## config.mk

```make
export PLATFORM = sky130hd
export DESIGN_NAME = i2c_subsys
export DESIGN_NICKNAME = d
export VERILOG_FILES = /design/src/i2c_bus_pkg.sv /design/src/xfer_pkg.sv /design/src/i2c_bit_timer.sv /design/src/i2c_master.sv /design/src/xfer_arbiter.sv /design/src/i2c_subsys.sv
export SDC_FILE = /design/constraint.sdc
export NUM_CORES = 1
export LEC_CHECK = 0
export ABC_AREA = 1
export ABC_CLOCK_PERIOD_IN_PS = 2760
export BUFFER_PORTS_ARGS = -buffer_cell sky130_fd_sc_hd__buf_4
export CELL_PAD_IN_SITES_DETAIL_PLACEMENT = 1
export CELL_PAD_IN_SITES_GLOBAL_PLACEMENT = 2
export CORE_UTILIZATION = 33
export CTS_CLUSTER_SIZE = 20
export DETAILED_ROUTE_END_ITERATION = 10
export GPL_TIMING_DRIVEN = 0
export MAX_ROUTING_LAYER = met4
export PLACE_DENSITY = 0.87
export SLEW_MARGIN = 40
export SYNTH_ARGS = -nofsm -noshare
export SYNTH_HDL_FRONTEND = slang
export SYNTH_SLANG_ARGS = --single-unit
export TNS_END_PERCENT = 20
```

## constraint.sdc

```tcl
create_clock -name clk -period 2.76 [get_ports clk]
set_clock_uncertainty 0.2 [all_clocks]
set_input_delay 0.276 -clock clk [delete_from_list [all_inputs] [get_ports clk]]
set_output_delay 0.276 -clock clk [all_outputs]
set_load 0.02 [all_outputs]
```

## src/i2c_bus_pkg.sv

```systemverilog
`default_nettype none

package i2c_bus_pkg;

    // Master sequence, one entry per bit slot on the wire.
    // DONE lasts one clk cycle and returns the result.
    typedef enum logic [3:0] {
        IDLE     = 4'd0,
        START    = 4'd1,
        ADDR     = 4'd2,
        ADDR_ACK = 4'd3,
        DATA     = 4'd4,
        DATA_ACK = 4'd5,
        STOP     = 4'd6,
        DONE     = 4'd7
    } master_state_e;

    // Quarter index within one SCL bit.
    // SCL is low in quarters 0 and 1 and high in quarters 2 and 3.
    // SDA is set up in quarter 0 and sampled in quarter 2.
    typedef logic [1:0] phase_t;

endpackage

`default_nettype wire

```

## src/xfer_pkg.sv

```systemverilog
`default_nettype none

package xfer_pkg;

    // Encoded so that the value is the R/W bit sent after the address.
    typedef enum logic {
        OP_WRITE = 1'b0,
        OP_READ  = 1'b1
    } op_e;

    // One single-byte transfer as issued by a requester.
    typedef struct packed {
        logic [6:0] addr;
        op_e        op;
        logic [7:0] wdata;
    } xfer_req_t;

    // Result of a transfer, valid with the done pulse.
    // rdata is zero for writes.
    typedef struct packed {
        logic [7:0] rdata;
        logic       nack;
    } xfer_rsp_t;

endpackage

`default_nettype wire

```

## src/i2c_bit_timer.sv

```systemverilog
`timescale 1ns/1ps
`default_nettype none

module i2c_bit_timer #(
    parameter int CLK_DIV = 4
) (
    input  logic                clk,
    input  logic                rst_n,
    input  logic                run,
    output logic                tick,
    output i2c_bus_pkg::phase_t phase
);

    localparam int CW = $clog2(CLK_DIV);

    logic [CW-1:0] cnt;

    // Tick marks the last cycle of a quarter.
    assign tick = run && (cnt == CW'(CLK_DIV - 1));

    always_ff @(posedge clk or negedge rst_n) begin
        if (!rst_n) begin
            cnt <= '0;
        end else if (!run || tick) begin
            cnt <= '0;
        end else begin
            cnt <= cnt + 1'b1;
        end
    end

    // Held at quarter 0 while idle so the first bit starts aligned.
    always_ff @(posedge clk or negedge rst_n) begin
        if (!rst_n) begin
            phase <= '0;
        end else if (!run) begin
            phase <= '0;
        end else if (tick) begin
            phase <= phase + 1'b1;
        end
    end

endmodule

`default_nettype wire

```

## src/i2c_master.sv

```systemverilog
`timescale 1ns/1ps
`default_nettype none

module i2c_master (
    input  logic                clk,
    input  logic                rst_n,
    input  logic                start,
    input  xfer_pkg::xfer_req_t cmd,
    input  logic                tick,
    input  i2c_bus_pkg::phase_t phase,
    output logic                run,
    output logic                busy,
    output logic                xfer_done,
    output xfer_pkg::xfer_rsp_t rsp,
    input  logic                sda_i,
    input  logic                scl_i,
    output logic                sda_o,
    output logic                scl_o
);

    i2c_bus_pkg::master_state_e state;
    logic [2:0]                 bit_cnt;
    logic                       nack;
    logic                       bit_edge;
    logic                       sda_bit;
    logic [7:0]                 shreg;
    logic [7:0]                 wdata_q;
    logic [7:0]                 rdata;
    xfer_pkg::op_e              op_q;

    assign busy      = (state != i2c_bus_pkg::IDLE);
    assign run       = busy && (state != i2c_bus_pkg::DONE);
    assign xfer_done = (state == i2c_bus_pkg::DONE);
    assign rsp.rdata = rdata;
    assign rsp.nack  = nack;

    // Level put on SDA at the start of each bit.
    // A NACKed address leaves the data phase released.
    always_comb begin
        case (state)
            i2c_bus_pkg::ADDR: sda_bit = shreg[7];
            i2c_bus_pkg::DATA: sda_bit = (op_q == xfer_pkg::OP_WRITE && !nack) ? shreg[7] : 1'b1;
            i2c_bus_pkg::STOP: sda_bit = 1'b0;
            default:           sda_bit = 1'b1;
        endcase
    end

    always_ff @(posedge clk or negedge rst_n) begin
        if (!rst_n) begin
            state    <= i2c_bus_pkg::IDLE;
            bit_cnt  <= '0;
            nack     <= 1'b0;
            bit_edge <= 1'b0;
            scl_o    <= 1'b1;
            sda_o    <= 1'b1;
        end else begin
            // SDA moves one cycle after SCL falls, still in quarter 0.
            bit_edge <= tick && (phase == 2'd3);
            if (state == i2c_bus_pkg::IDLE) begin
                if (start) begin
                    state <= i2c_bus_pkg::START;
                    nack  <= 1'b0;
                end
            end else if (state == i2c_bus_pkg::DONE) begin
                state <= i2c_bus_pkg::IDLE;
            end else if (tick) begin
                case (phase)
                    2'd1: begin
                        scl_o <= 1'b1;
                        if (state == i2c_bus_pkg::START) begin
                            sda_o <= 1'b0;
                        end
                    end
                    2'd2: begin
                        if (state == i2c_bus_pkg::STOP) begin
                            sda_o <= 1'b1;
                        end
                        if (state == i2c_bus_pkg::ADDR_ACK && sda_i) begin
                            nack <= 1'b1;
                        end
                        // On reads the second ack slot belongs to the master.
                        if (state == i2c_bus_pkg::DATA_ACK && op_q == xfer_pkg::OP_WRITE
                                && sda_i) begin
                            nack <= 1'b1;
                        end
                    end
                    2'd3: begin
                        scl_o <= (state == i2c_bus_pkg::STOP);
                        case (state)
                            i2c_bus_pkg::START: begin
                                state   <= i2c_bus_pkg::ADDR;
                                bit_cnt <= 3'd7;
                            end
                            i2c_bus_pkg::ADDR: begin
                                if (bit_cnt == 3'd0) begin
                                    state <= i2c_bus_pkg::ADDR_ACK;
                                end else begin
                                    bit_cnt <= bit_cnt - 1'b1;
                                end
                            end
                            i2c_bus_pkg::ADDR_ACK: begin
                                state   <= i2c_bus_pkg::DATA;
                                bit_cnt <= 3'd7;
                            end
                            i2c_bus_pkg::DATA: begin
                                if (bit_cnt == 3'd0) begin
                                    state <= i2c_bus_pkg::DATA_ACK;
                                end else begin
                                    bit_cnt <= bit_cnt - 1'b1;
                                end
                            end
                            i2c_bus_pkg::DATA_ACK: state <= i2c_bus_pkg::STOP;
                            i2c_bus_pkg::STOP:     state <= i2c_bus_pkg::DONE;
                            default:               state <= i2c_bus_pkg::IDLE;
                        endcase
                    end
                    default: ;
                endcase
            end else if (bit_edge) begin
                sda_o <= sda_bit;
            end
        end
    end

    // The address MSB goes out in the first ADDR bit, so START does not shift.
    always_ff @(posedge clk) begin
        if (start && state == i2c_bus_pkg::IDLE) begin
            shreg   <= {cmd.addr, cmd.op};
            op_q    <= cmd.op;
            wdata_q <= cmd.wdata;
            rdata   <= '0;
        end else if (tick && phase == 2'd3) begin
            if (state == i2c_bus_pkg::ADDR_ACK) begin
                shreg <= wdata_q;
            end else if (state != i2c_bus_pkg::START) begin
                shreg <= {shreg[6:0], 1'b0};
            end
        end else if (tick && phase == 2'd2 && state == i2c_bus_pkg::DATA
                && op_q == xfer_pkg::OP_READ) begin
            rdata <= {rdata[6:0], sda_i};
        end
    end

    // Idle bus must read back high, so nothing else holds SCL.
    a_idle_scl_high: assert property (@(posedge clk) disable iff (!rst_n)
        state == i2c_bus_pkg::IDLE |-> scl_o && scl_i);

    // Only START and STOP may move SDA while SCL is high.
    a_sda_stable: assert property (@(posedge clk) disable iff (!rst_n)
        $changed(sda_o) && !(state inside {i2c_bus_pkg::START, i2c_bus_pkg::STOP})
        |-> !scl_o && !$past(scl_o));

endmodule

`default_nettype wire

```

## src/xfer_arbiter.sv

```systemverilog
`timescale 1ns/1ps
`default_nettype none

module xfer_arbiter (
    input  logic                clk,
    input  logic                rst_n,
    input  logic                req_0,
    input  logic                req_1,
    input  xfer_pkg::xfer_req_t cmd_0,
    input  xfer_pkg::xfer_req_t cmd_1,
    input  logic                busy,
    input  logic                xfer_done,
    output logic                start,
    output xfer_pkg::xfer_req_t cmd,
    output logic                done_0,
    output logic                done_1
);

    logic       active;
    logic       last_gnt;
    logic [1:0] done_mask;
    logic       eff_0;
    logic       eff_1;
    logic       pick_1;
    logic       grant_now;

    // A requester may still hold req in the cycle after its done.
    assign eff_0     = req_0 && !done_mask[0];
    assign eff_1     = req_1 && !done_mask[1];
    assign pick_1    = eff_1 && (!eff_0 || !last_gnt);
    assign grant_now = !active && !busy && (eff_0 || eff_1);

    assign done_0 = xfer_done && active && !last_gnt;
    assign done_1 = xfer_done && active && last_gnt;

    // last_gnt starts at 1 so channel 0 wins the first tie.
    always_ff @(posedge clk or negedge rst_n) begin
        if (!rst_n) begin
            active    <= 1'b0;
            last_gnt  <= 1'b1;
            start     <= 1'b0;
            done_mask <= '0;
        end else begin
            start     <= 1'b0;
            done_mask <= {done_1, done_0};
            if (xfer_done) begin
                active <= 1'b0;
            end else if (grant_now) begin
                active   <= 1'b1;
                last_gnt <= pick_1;
                start    <= 1'b1;
            end
        end
    end

    always_ff @(posedge clk) begin
        if (grant_now) begin
            cmd <= pick_1 ? cmd_1 : cmd_0;
        end
    end

    // Every master done reaches exactly one channel.
    a_done_onehot: assert property (@(posedge clk) disable iff (!rst_n)
        xfer_done |-> $onehot({done_0, done_1}));

    a_start_idle: assert property (@(posedge clk) disable iff (!rst_n)
        $rose(start) |-> !busy);

endmodule

`default_nettype wire

```

## src/i2c_subsys.sv

```systemverilog
`timescale 1ns/1ps
`default_nettype none

module i2c_subsys #(
    parameter int CLK_DIV = 4
) (
    input  logic                clk,
    input  logic                rst_n,
    input  logic                req_0,
    input  xfer_pkg::xfer_req_t cmd_0,
    output logic                done_0,
    output xfer_pkg::xfer_rsp_t rsp_0,
    input  logic                req_1,
    input  xfer_pkg::xfer_req_t cmd_1,
    output logic                done_1,
    output xfer_pkg::xfer_rsp_t rsp_1,
    input  logic                sda_i,
    input  logic                scl_i,
    output logic                sda_o,
    output logic                scl_o
);

    logic                start;
    logic                busy;
    logic                xfer_done;
    logic                run;
    logic                tick;
    i2c_bus_pkg::phase_t phase;
    xfer_pkg::xfer_req_t cmd;
    xfer_pkg::xfer_rsp_t rsp;

    // Both channels see the result; only the granted one gets done.
    assign rsp_0 = rsp;
    assign rsp_1 = rsp;

    xfer_arbiter u_arbiter (
        .clk       (clk),
        .rst_n     (rst_n),
        .req_0     (req_0),
        .req_1     (req_1),
        .cmd_0     (cmd_0),
        .cmd_1     (cmd_1),
        .busy      (busy),
        .xfer_done (xfer_done),
        .start     (start),
        .cmd       (cmd),
        .done_0    (done_0),
        .done_1    (done_1)
    );

    i2c_bit_timer #(
        .CLK_DIV (CLK_DIV)
    ) u_bit_timer (
        .clk   (clk),
        .rst_n (rst_n),
        .run   (run),
        .tick  (tick),
        .phase (phase)
    );

    i2c_master u_master (
        .clk       (clk),
        .rst_n     (rst_n),
        .start     (start),
        .cmd       (cmd),
        .tick      (tick),
        .phase     (phase),
        .run       (run),
        .busy      (busy),
        .xfer_done (xfer_done),
        .rsp       (rsp),
        .sda_i     (sda_i),
        .scl_i     (scl_i),
        .sda_o     (sda_o),
        .scl_o     (scl_o)
    );

endmodule

`default_nettype wire

```

==> results of run 1 <==
-- metrics by stage --
stage / total power [mW] / setup slack [ps]
CTS: 1.812 / 395.9
floorplan: 0.9840 / 692.6
global placement: 1.034 / 460.8
global route: 1.857 / 285.7
finish: 1.782 / 410.2
detailed placement: 1.036 / 402.0
-- synth_stat cells, drive strengths merged (2+ instances only) --
| library cell | n |
|---|---|
| nand2 | 72 |
| dfrtp | 16 |
| nor2 | 33 |
| dfstp | 3 |
| dfxtp | 8 |
| buf | 17 |
| inv | 46 |
| nand4 | 2 |
| edfxtp | 33 |
| a31oi | 8 |
| ha | 6 |
| o21ai | 36 |
| nor3 | 3 |
| nand3 | 12 |
| o22ai | 2 |
-- timing repair --
action,in CTS,in global routing
hold buffers,2,0
gates resized for setup,0,0
endpoints found under the hold margin,20,0
-- worst paths after layout --
| check | end | slack, ps | startpoint |
|---|---|---|---|
| setup reg to reg | u_master.shreg[2]$_DFFE_PP_ | 410 | u_master.state[1]$_DFFE_PN0P_ |
| setup / recovery | u_master.shreg[2]$_DFFE_PP_ | 410 | u_master.state[1]$_DFFE_PN0P_ |
| max in group asynchronous | u_master.sda_o$_DFFE_PN1P_ | 1910 | rst_n |
| hold reg to reg | u_master.wdata_q[1]$_DFFE_PP_ | 220 | u_arbiter.cmd[1]$_DFFE_PP_ |
| hold / removal | u_arbiter.cmd[11]$_DFFE_PP_ | 20 | cmd_0[11] |
| min in group asynchronous | u_arbiter.done_mask[1]$_DFF_PN0_ | 160 | rst_n |
-- flip-flops by register name, indices dropped and copies added, names as in the netlist --
register	count
u_master.bit_cnt	3
u_master.state	3
u_master.scl_o	1
u_arbiter.start	1
u_arbiter.active	1
u_bit_timer.cnt	2
u_arbiter.last_gnt	1
u_bit_timer.phase	2
u_master.wdata_q	8
u_arbiter.done_mask	2
u_master.nack	1
u_arbiter.cmd	16
u_master.shreg	8
u_master.op_q	1
u_master.bit_edge	1
u_master.rdata	8
u_master.sda_o	1
-- power groups by stage --
stage / Sequential [mW] / Combinational (mW) / Clock (mW)
after global placement: 0.961 / 0.0728 / 0
final: 0.942 / 0.0756 / 0.763
after detailed placement: 0.961 / 0.0748 / 0
after floorplan: 0.961 / 0.0228 / 0
after CTS: 0.942 / 0.0775 / 0.792
after global routing: 0.942 / 0.0856 / 0.830
-- cell families after synthesis --
logic type,count (synthesis),share of synthesized area
AO/OA/AOI/OAI,50,0.1002
adder cells (fa/ha/maj),6,0.02570
buffers and inverters,65,0.1105
flip-flops,60,0.5580
AND/OR/NAND/NOR,124,0.2056
-- routing by layer --
| layer | up-vias | global-route usage | part of all wire |
|---|---|---|---|
| met2 | 66 | 0.2612 | 0.49 |
| met5 | - | - | 0 |
| met1 | 1012 | 0.1806 | 0.44 |
| met3 | 16 | 0.03397 | 0.044 |
| met4 | 0 | 0.09453 | 0.032 |
| li1 | 1125 | - | - |
-- worst register-to-register path, cell delays in order, from the launching register on --
cell and delay [ps]:
dfrtp_1 370, buf_6 150, nor2_4 150, nand2_4 100, inv_2 70, nand2_2 100, buf_2 210, a21oi_1 630
-- area by class of cell --
class | count | share of cell area
clock buffers | 9 | 0.03349
plain buffers | 18 | 0.03823
repair buffers | 60 | 0.1231
inverters | 47 | 0.04905
multi-input cells | 180 | 0.2618
clock inverters | 7 | 0.01793
flip-flops and latches | 60 | 0.4408
well taps | 105 | 0.03552
==> results.yml, run 1 <==
final_layout:
  area_delta_synth_final_pct: 26.60
  regArea_um2: 1630
  layout.nets: 420
  final_common_cell: "buf_4"
  layout_common_cells: "buf_4 (68), nand2_1 (65), inv_1 (42), edfxtp_1 (33), o21ai_0 (31)"
  design_area_um2: 3699
  insertedDiodeCount: 0
  final_cells: 486
  multi_input_area_um2: 968.4
  fill_cells: 971
  drive_gt1_frac: 0.3071
  fin_util: 0.4413
floorplanning:
  row_count: 33
  start_util: 0.3486
  ios: 60
  die_area_um2: 9233
  die_h_um: 96.09
  core_area_um2: 8382
  die_w_um: 96.09
cts:
  cts.sinks: 60
  cts_tree: "yes"
  ctsHtreeMaxLevel: 3
  clk_pin_slew_worst_paths_ps: 70
  clock_path_buffers: 2
  cts_root_buf: "clkbuf_8"
  cts_setup_buffers: 0
  clk_latency_ps: 340
  numCtsBuffers: 9
yosys:
  yosysSeqAreaShare: 0.5580
  synth_top_flop_cell: "edfxtp_1"
  avgSynthCellArea_um2: 9.579
  yosys_warnings: 0
  ys_top_cells_by_area: "edfxtp_1 (34%), dfrtp_1 (14%), nand2_1 (8.4%)"
  syn_nets: 349
  synthCells: 305
  async_flop_share: 0.3167
  synth_top_cell_by_area: "edfxtp_1"
  ys_seq_elements: 60
  netlist_area_um2: 2922
  netlist.area_leader.share: 0.3392
  synth_edf_count: 33
  synthDistinctLibCells: 36
global_route:
  antenna_found_initial: 0
  grt.total_usage: 0.1600
  grt_pass1_vias: 2377
  grt_overflow: 0
  grt_max_degree: 20
  grt_pass1_wl_mm: 10.55
sta:
  min_period_over_period: 0.8514
  hold_viol: 0
  report.final.slew_viol_count: 0
  worst_pin_slew_ps: 746.3
  timing.final.crit_period_ps: 2350
  finalSetupViolCount: 0
  rsz0062_at_grt: "false"
  max_freq_ghz: 0.4256
  worst_hold_slack_ps: 18.25
  setup_tns_ps: 0
  slew_headroom: 0.5025
drt:
  vias: 2219
  wl_per_cell_um: 12.81
  drt_iter0_drc: 62
  wl_mm: 6.224
  drt-pass1-iter-count: 4
  viasPerCell: 4.566
  drc: 0
  final_antenna_net_count: 0
critical_path:
  cp_slowest_stage_delay_ps: 630
  cp.arrival_ps: 2120
  crit_buf_inv: 3
  path_cells: "buf_6 > nor2_4 > nand2_4 > inv_2 > nand2_2 > buf_2 > a21oi_1"
  crit_type: "flip-flop to flip-flop"
  endpoint_kind: "flip-flop"
  cp.required_ps: 2530
  cp_slowest_cell: "a21oi_1"
  worstRegToRegCells: 7
  path_delay_family: "compound AO/OA/AOI/OAI gates"
  worst-path-stages: 7
  start_kind: "flip-flop"
  cp_max_fo: 10
placement:
  dp_cells: 468
  dp_hpwl_mm: 4.795
  place_area_um2: 3488
  io_buffers: 58
  place_congestion: 0.8515
power:
  swShare: 0.2145
  switchingPower_mw: 0.3821
  p_int_mw: 1.399
  p_leak_nw: 1.732
  power_frac_seq: 0.529
  clkPwrFrac: 0.429
  p_per_area_nw_per_um2: 481.7
  combinationalPowerShare: 0.042
  irDropWorstVdd_mv: 0.2055
hold_path:
  min_path_type: "input port to flip-flop"
  whs_path_depth: 3
job:
  cap_violations: 0
outcome:
  outcome: "complete, no violations"
Note: power is estimated with default switching activity, not from simulation.
==> run 2: changes to the inputs <==
- PLACE_DENSITY: 0.87 -> 0.88
- SYNTH_HIERARCHICAL: not set -> 1
==> run 2 against run 1 <==
  * Total power rose by 1.1%
  * Register-to-register slack got worse by 50 ps
  * Synthesized cell count rose by 2.3%
  * Design area fell by 0.37%
  * Utilization rose by 0.053 points
  * Sequential share of layout area rose by 0.16 points
  * Hold slack improved by 0.95 ps
  * Via count rose by 0.99%
  * Synthesized area fell by 0.81%
  * Maximum frequency fell by 2.0%
  * Global-route usage fell by 0.54 points
  * Critical path type unchanged
==> results.yml, run 2 <==
hold_path:
  min_path_type: "input port to flip-flop"
global_route:
  grt.total_usage: 0.1546
  antenna_found_initial: 0
  grt_max_degree: 20
  grt_overflow: 0
  grt_pass1_vias: 2313
  grt_pass1_wl_mm: 10.44
power:
  irDropWorstVdd_mv: 0.1806
  switchingPower_mw: 0.3919
  p_leak_nw: 1.687
  power_frac_seq: 0.523
  combinationalPowerShare: 0.054
  clkPwrFrac: 0.423
  finalPower_mw: 1.802
  swShare: 0.2176
  p_per_area_nw_per_um2: 488.9
  p_int_mw: 1.410
cts:
  cts.sinks: 60
  cts_setup_buffers: 0
  clk_pin_slew_worst_paths_ps: 70
  numCtsBuffers: 9
  ctsHtreeMaxLevel: 3
  post_cts_resized: 0
  cts_root_buf: "clkbuf_8"
  clock_path_buffers: 2
  clk_latency_ps: 330
  holdBufCountCts: 3
  cts_tree: "yes"
sta:
  slew_headroom: 0.6099
  rsz0062_at_grt: "false"
  report.final.slew_viol_count: 0
  worst_pin_slew_ps: 584.6
  setup_tns_ps: 0
  finalSetupViolCount: 0
  worst_hold_slack_ps: 19.21
  max_freq_ghz: 0.4169
  hold_viol: 0
  timing.final.crit_period_ps: 2399
  min_period_over_period: 0.8691
  setup_ws_ps: 361.3
floorplanning:
  die_w_um: 95.71
  die_h_um: 95.71
  core_area_um2: 8341
  start_util: 0.3474
  ios: 60
  die_area_um2: 9159
  row_count: 33
placement:
  place_congestion: 0.7816
  pre_cts_ws_ps: 330.2
  place_area_um2: 3465
  io_buffers: 58
  dp_hpwl_mm: 4.622
critical_path:
  start_kind: "flip-flop"
  cp_max_fo: 9
  cp.arrival_ps: 2480
  path_cells: "nand2_1 > nand2_1 > o21ai_1 > nand2_1 > inv_1 > nand3_1 > nand3b_2 > inv_1 > nor2_1 > nor2_1"
  crit_type: "flip-flop to flip-flop"
  cp_common_cell: "nand2_1"
  cp.required_ps: 2840
  cp_slowest_stage_delay_ps: 460
  cp_slowest_cell: "dfrtp_1"
  endpoint_kind: "flip-flop"
yosys:
  ys_seq_elements: 60
  netlist.area_leader.share: 0.3420
  synth_top_cell_by_area: "edfxtp_1"
  avgSynthCellArea_um2: 9.288
  synthDistinctLibCells: 31
  synth_top_flop_cell: "edfxtp_1"
  synth_adder_area_share: 0.01295
  synth_commonest_cells: "nand2_1 (79), nor2_1 (42), inv_1 (41), edfxtp_1 (33), o21ai_0 (18)"
  async_flop_share: 0.3167
  synth_simple_gate_area_share: 0.2107
  synth_top_family_by_area: "simple AND/OR/NAND/NOR gates"
  ys_top_cells_by_area: "edfxtp_1 (34%), dfrtp_1 (14%), nand2_1 (10%)"
  syn_nets: 353
  synthMostInstantiatedCell: "nand2_1"
  synth_xor_area_frac: 0
  yosysSeqAreaShare: 0.5626
  synthCells: 312
  muxShareOfSynthArea: 0
  yosys_warnings: 6
  synth_compound_area_frac: 0.1079
  netlist_area_um2: 2898
  synth_edf_count: 33
final_layout:
  regMostFlops: "u_arbiter/cmd"
  area_delta_synth_final_pct: 27.16
  design_area_um2: 3685
  regArea_um2: 1630
  fill_cells: 1000
  final_common_cell: "nand2_1"
  insertedDiodeCount: 0
  layout_common_cells: "nand2_1 (79), buf_4 (69), nor2_1 (42), inv_1 (41), edfxtp_1 (33)"
  largest_reg_flops: 16
  multi_input_area_um2: 960.9
  layout.nets: 425
  drive_gt1_frac: 0.3085
outcome:
  outcome: "complete, no violations"
drt:
  drt-pass1-iter-count: 4
  wl_per_cell_um: 12.14
  wl_mm: 5.997
  drc: 0
  vias: 2241
  final_antenna_net_count: 0
  viasPerCell: 4.536
  drt_iter0_drc: 84
job:
  cap_violations: 0
-- run 2: path summary, 6_finish.rpt --
check | from | end | slack, ps | cells past startpoint
worst min register to register | u_arbiter/cmd[7]$_DFFE_PP_ | u_master/wdata_q[7]$_DFFE_PP_ | 220 | 0
worst min-delay path | cmd_0[0] | u_arbiter/cmd[0]$_DFFE_PP_ | 20 | 3
worst max-delay path | u_master/state[0]$_DFFE_PN0P_ | u_master/rdata[6]$_SDFFE_PP0P_ | 360 | 10
min in group asynchronous | rst_n | u_arbiter/start$_DFF_PN0_ | 160 | 2
worst max register to register | u_master/state[0]$_DFFE_PN0P_ | u_master/rdata[6]$_SDFFE_PP0P_ | 360 | 10
max in group asynchronous | rst_n | u_master/sda_o$_DFFE_PN1P_ | 1930 | 2
-- run 2: critical path: cells and delay by family (launching register included) --
kind / cells / cell delay, ps
compound gates: 1 / 270
buf+inv: 2 / 380
simple gates: 7 / 1020
flops: 1 / 460
-- run 2: kinds of logic after synthesis --
kind of cell | after synthesis
compound gates | 47
fa+ha+maj | 3
simple gates | 142
flops | 60
buf+inv | 60
-- run 2: layout make-up --
| class | instances | area share |
|---|---|---|
| Clock inverter | 7 | 0.01800 |
| Buffer | 16 | 0.03837 |
| Tap cell | 105 | 0.03565 |
| Clock buffer | 9 | 0.03362 |
| Sequential cell | 60 | 0.4424 |
| Multi-Input combinational cell | 192 | 0.2608 |
| Timing Repair Buffer | 61 | 0.1263 |
| Inverter | 44 | 0.04482 |
-- run 2: metal layers --
metal	track usage	vias up	part of all wire
met5	-	-	0
met4	0.07836	0	0.017
met3	0.02607	10	0.041
met2	0.2488	58	0.48
met1	0.1879	1033	0.46
li1	-	1140	-
-- run 2: metrics by stage --
stage               std cells  utilization
finish                    494       0.4418
global route              494       0.4418
CTS                       494       0.4418
detailed placement        475       0.4154
global placement          475       0.4154
floorplan                 312            -
-- run 2: power groups by stage --
stage | Sequential [mW] | Combinational [mW] | Clock, mW
after floorplan | 0.961 | 0.0418 | 0
after CTS | 0.942 | 0.100 | 0.787
after detailed placement | 0.961 | 0.0965 | 0
final | 0.942 | 0.0974 | 0.762
after global routing | 0.942 | 0.109 | 0.827
after global placement | 0.961 | 0.0935 | 0
==> run 3: changes to the inputs <==
- CORE_ASPECT_RATIO: not set -> 1.25
==> run 3 against run 2 <==
  * Routed wire length is 2.5% higher
  * First-iteration DRC count is 24% higher
  * Critical path depth stayed put
  * Clock-buffer cell count is 3 higher
  * Non-clock buffer count is 2 lower
  * Design area is 0.37% higher
  * Sequential share of layout area is 0.16 points lower
  * Combinational power is 2.5% lower
  * Die area hardly changed
  * Register-to-register slack hardly changed
  * Total power is 4.8% higher
  * Highest routed layer unchanged
==> results.yml, run 3 (synthesized netlist as in run 2, its figures left out) <==
sta:
  timing.final.crit_period_ps: 2397
  max_freq_ghz: 0.4172
  setup_tns_ps: 0
  worst_pin_slew_ps: 587.5
  min_period_over_period: 0.8684
  setup_ws_ps: 363.3
  finalSetupViolCount: 0
  report.final.slew_viol_count: 0
  hold_viol: 0
  slew_headroom: 0.6079
  rsz0062_at_grt: "false"
cts:
  cts_setup_buffers: 0
  clk_pin_slew_worst_paths_ps: 70
  post_cts_resized: 0
  clock_path_buffers: 2
  ctsHtreeMaxLevel: 3
  cts_tree: "yes"
  cts_root_buf: "clkbuf_8"
  numCtsBuffers: 9
  clk_latency_ps: 320
  holdBufCountCts: 1
  cts.sinks: 60
critical_path:
  cp_slowest_stage_delay_ps: 460
  crit_type: "flip-flop to flip-flop"
  start_kind: "flip-flop"
  path_cells: "nand2_1 > nand2_1 > o21ai_1 > nand2_1 > inv_1 > nand3_1 > nand3b_2 > inv_1 > nor2_1 > nor2_1"
  startpoint: "u_master/state[0]$_DFFE_PN0P_"
  cp.required_ps: 2830
  endpoint_kind: "flip-flop"
  cp_max_fo: 9
  cp_slowest_cell: "dfrtp_1"
  reg2reg_from: "u_master/state[0]$_DFFE_PN0P_"
  cp_common_cell: "nand2_1"
  cp.arrival_ps: 2460
  crit_buf_inv: 2
  path_delay_family: "simple AND/OR/NAND/NOR gates"
global_route:
  grt.total_usage: 0.1545
  grt_pass1_vias: 2430
  grt_overflow: 0
  antenna_found_initial: 0
  grt_max_degree: 20
  grt_pass1_wl_mm: 10.81
final_layout:
  final_common_cell: "nand2_1"
  final_cells: 504
  drive_gt1_frac: 0.3075
  layout.nets: 423
  largest_reg_flops: 16
  insertedDiodeCount: 0
  regMostFlops: "u_arbiter/cmd"
  layout_common_cells: "nand2_1 (79), buf_4 (69), nor2_1 (42), inv_1 (41), edfxtp_1 (33)"
  area_delta_synth_final_pct: 27.63
hold_path:
  min_from: "cmd_0[1]"
  min_path_type: "input port to flip-flop"
drt:
  drc: 0
  viasPerCell: 4.423
  vias: 2229
  final_antenna_net_count: 0
  drt_iter0_drc: 104
  drt-pass1-iter-count: 4
  wl_mm: 6.146
  wl_per_cell_um: 12.19
floorplanning:
  start_util: 0.3458
  row_count: 37
  die_area_um2: 9162
  ios: 60
  core_area_um2: 8379
  die_h_um: 106.8
  die_w_um: 85.82
power:
  p_per_area_nw_per_um2: 510.4
  finalPower_mw: 1.888
  irDropWorstVdd_mv: 0.2546
  p_leak_nw: 1.693
placement:
  pre_cts_ws_ps: 342.7
  io_buffers: 58
  place_congestion: 0.7826
  dp_cells: 487
  dp_hpwl_mm: 4.704
job:
  cap_violations: 0
outcome:
  outcome: "complete, no violations"
run 3: changes by cell type in the layout (fill, tap and decap cells not counted), sizes merged:
cell / previous run / this run
clkinv: 3 / 2
clkbuf: 9 / 12
clkinvlp: 2 / 0
dlygate4sd3: 3 / 1
inv: 45 / 44
bufinv: 1 / 2
run 3: layout make-up:
type / instances / area (um2)
clock inverter: 4 / 73.82
multi-input combinational: 192 / 960.9
timing repair buffer: 59 / 445.4
tap: 117 / 146.4
sequential: 60 / 1630
fill: 983 / 4681
buffer: 16 / 141.4
clock buffer: 12 / 135.1
inverter: 44 / 165.2
run 3: metrics by stage:
step / cell area [um2] / utilization / hold WS (ps)
final: 3699 / 0.4414 / 29.88
after global placement: 3480 / 0.4153 / -27.00
after detailed placement: 3480 / 0.4153 / -23.11
after floorplan: 2898 / - / -219.6
after global routing: 3699 / 0.4414 / 22.80
after CTS: 3699 / 0.4414 / 10.29
run 3: path summary, 6_finish.rpt:
kind | slack, ps | to | depth (start not counted)
min | 30 | u_arbiter/cmd[1]$_DFFE_PP_ | 3
max | 360 | u_master/rdata[2]$_SDFFE_PP0P_ | 10
max in group asynchronous | 1910 | u_master/sda_o$_DFFE_PN1P_ | 2
max reg2reg | 360 | u_master/rdata[2]$_SDFFE_PP0P_ | 10
min reg2reg | 220 | u_master/wdata_q[0]$_DFFE_PP_ | 0
min in group asynchronous | 180 | u_master/bit_cnt[2]$_DFFE_PN0P_ | 2
run 3: per-layer routing:
layer,vias to the layer above,track usage,share of wire
met5,-,-,0
met4,0,0.07024,0.015
met3,7,0.02386,0.022
met2,42,0.2703,0.52
met1,1049,0.1734,0.44
li1,1131,-,-
run 3: power by group:
part | switching [mW] | total, mW | internal (mW)
sequential | 0 | 0.942 | 0.942
combinational | 0.0412 | 0.0950 | 0.0537
clock | 0.340 | 0.850 | 0.510
run 3: worst reg2reg max path, delay by kind of cell (launching register included):
kind / cells / cell delay [ps]
AOI/OAI and AO/OA: 1 / 250
and+or+nand+nor: 7 / 1050
DFF: 1 / 460
buffers and inverters: 2 / 390
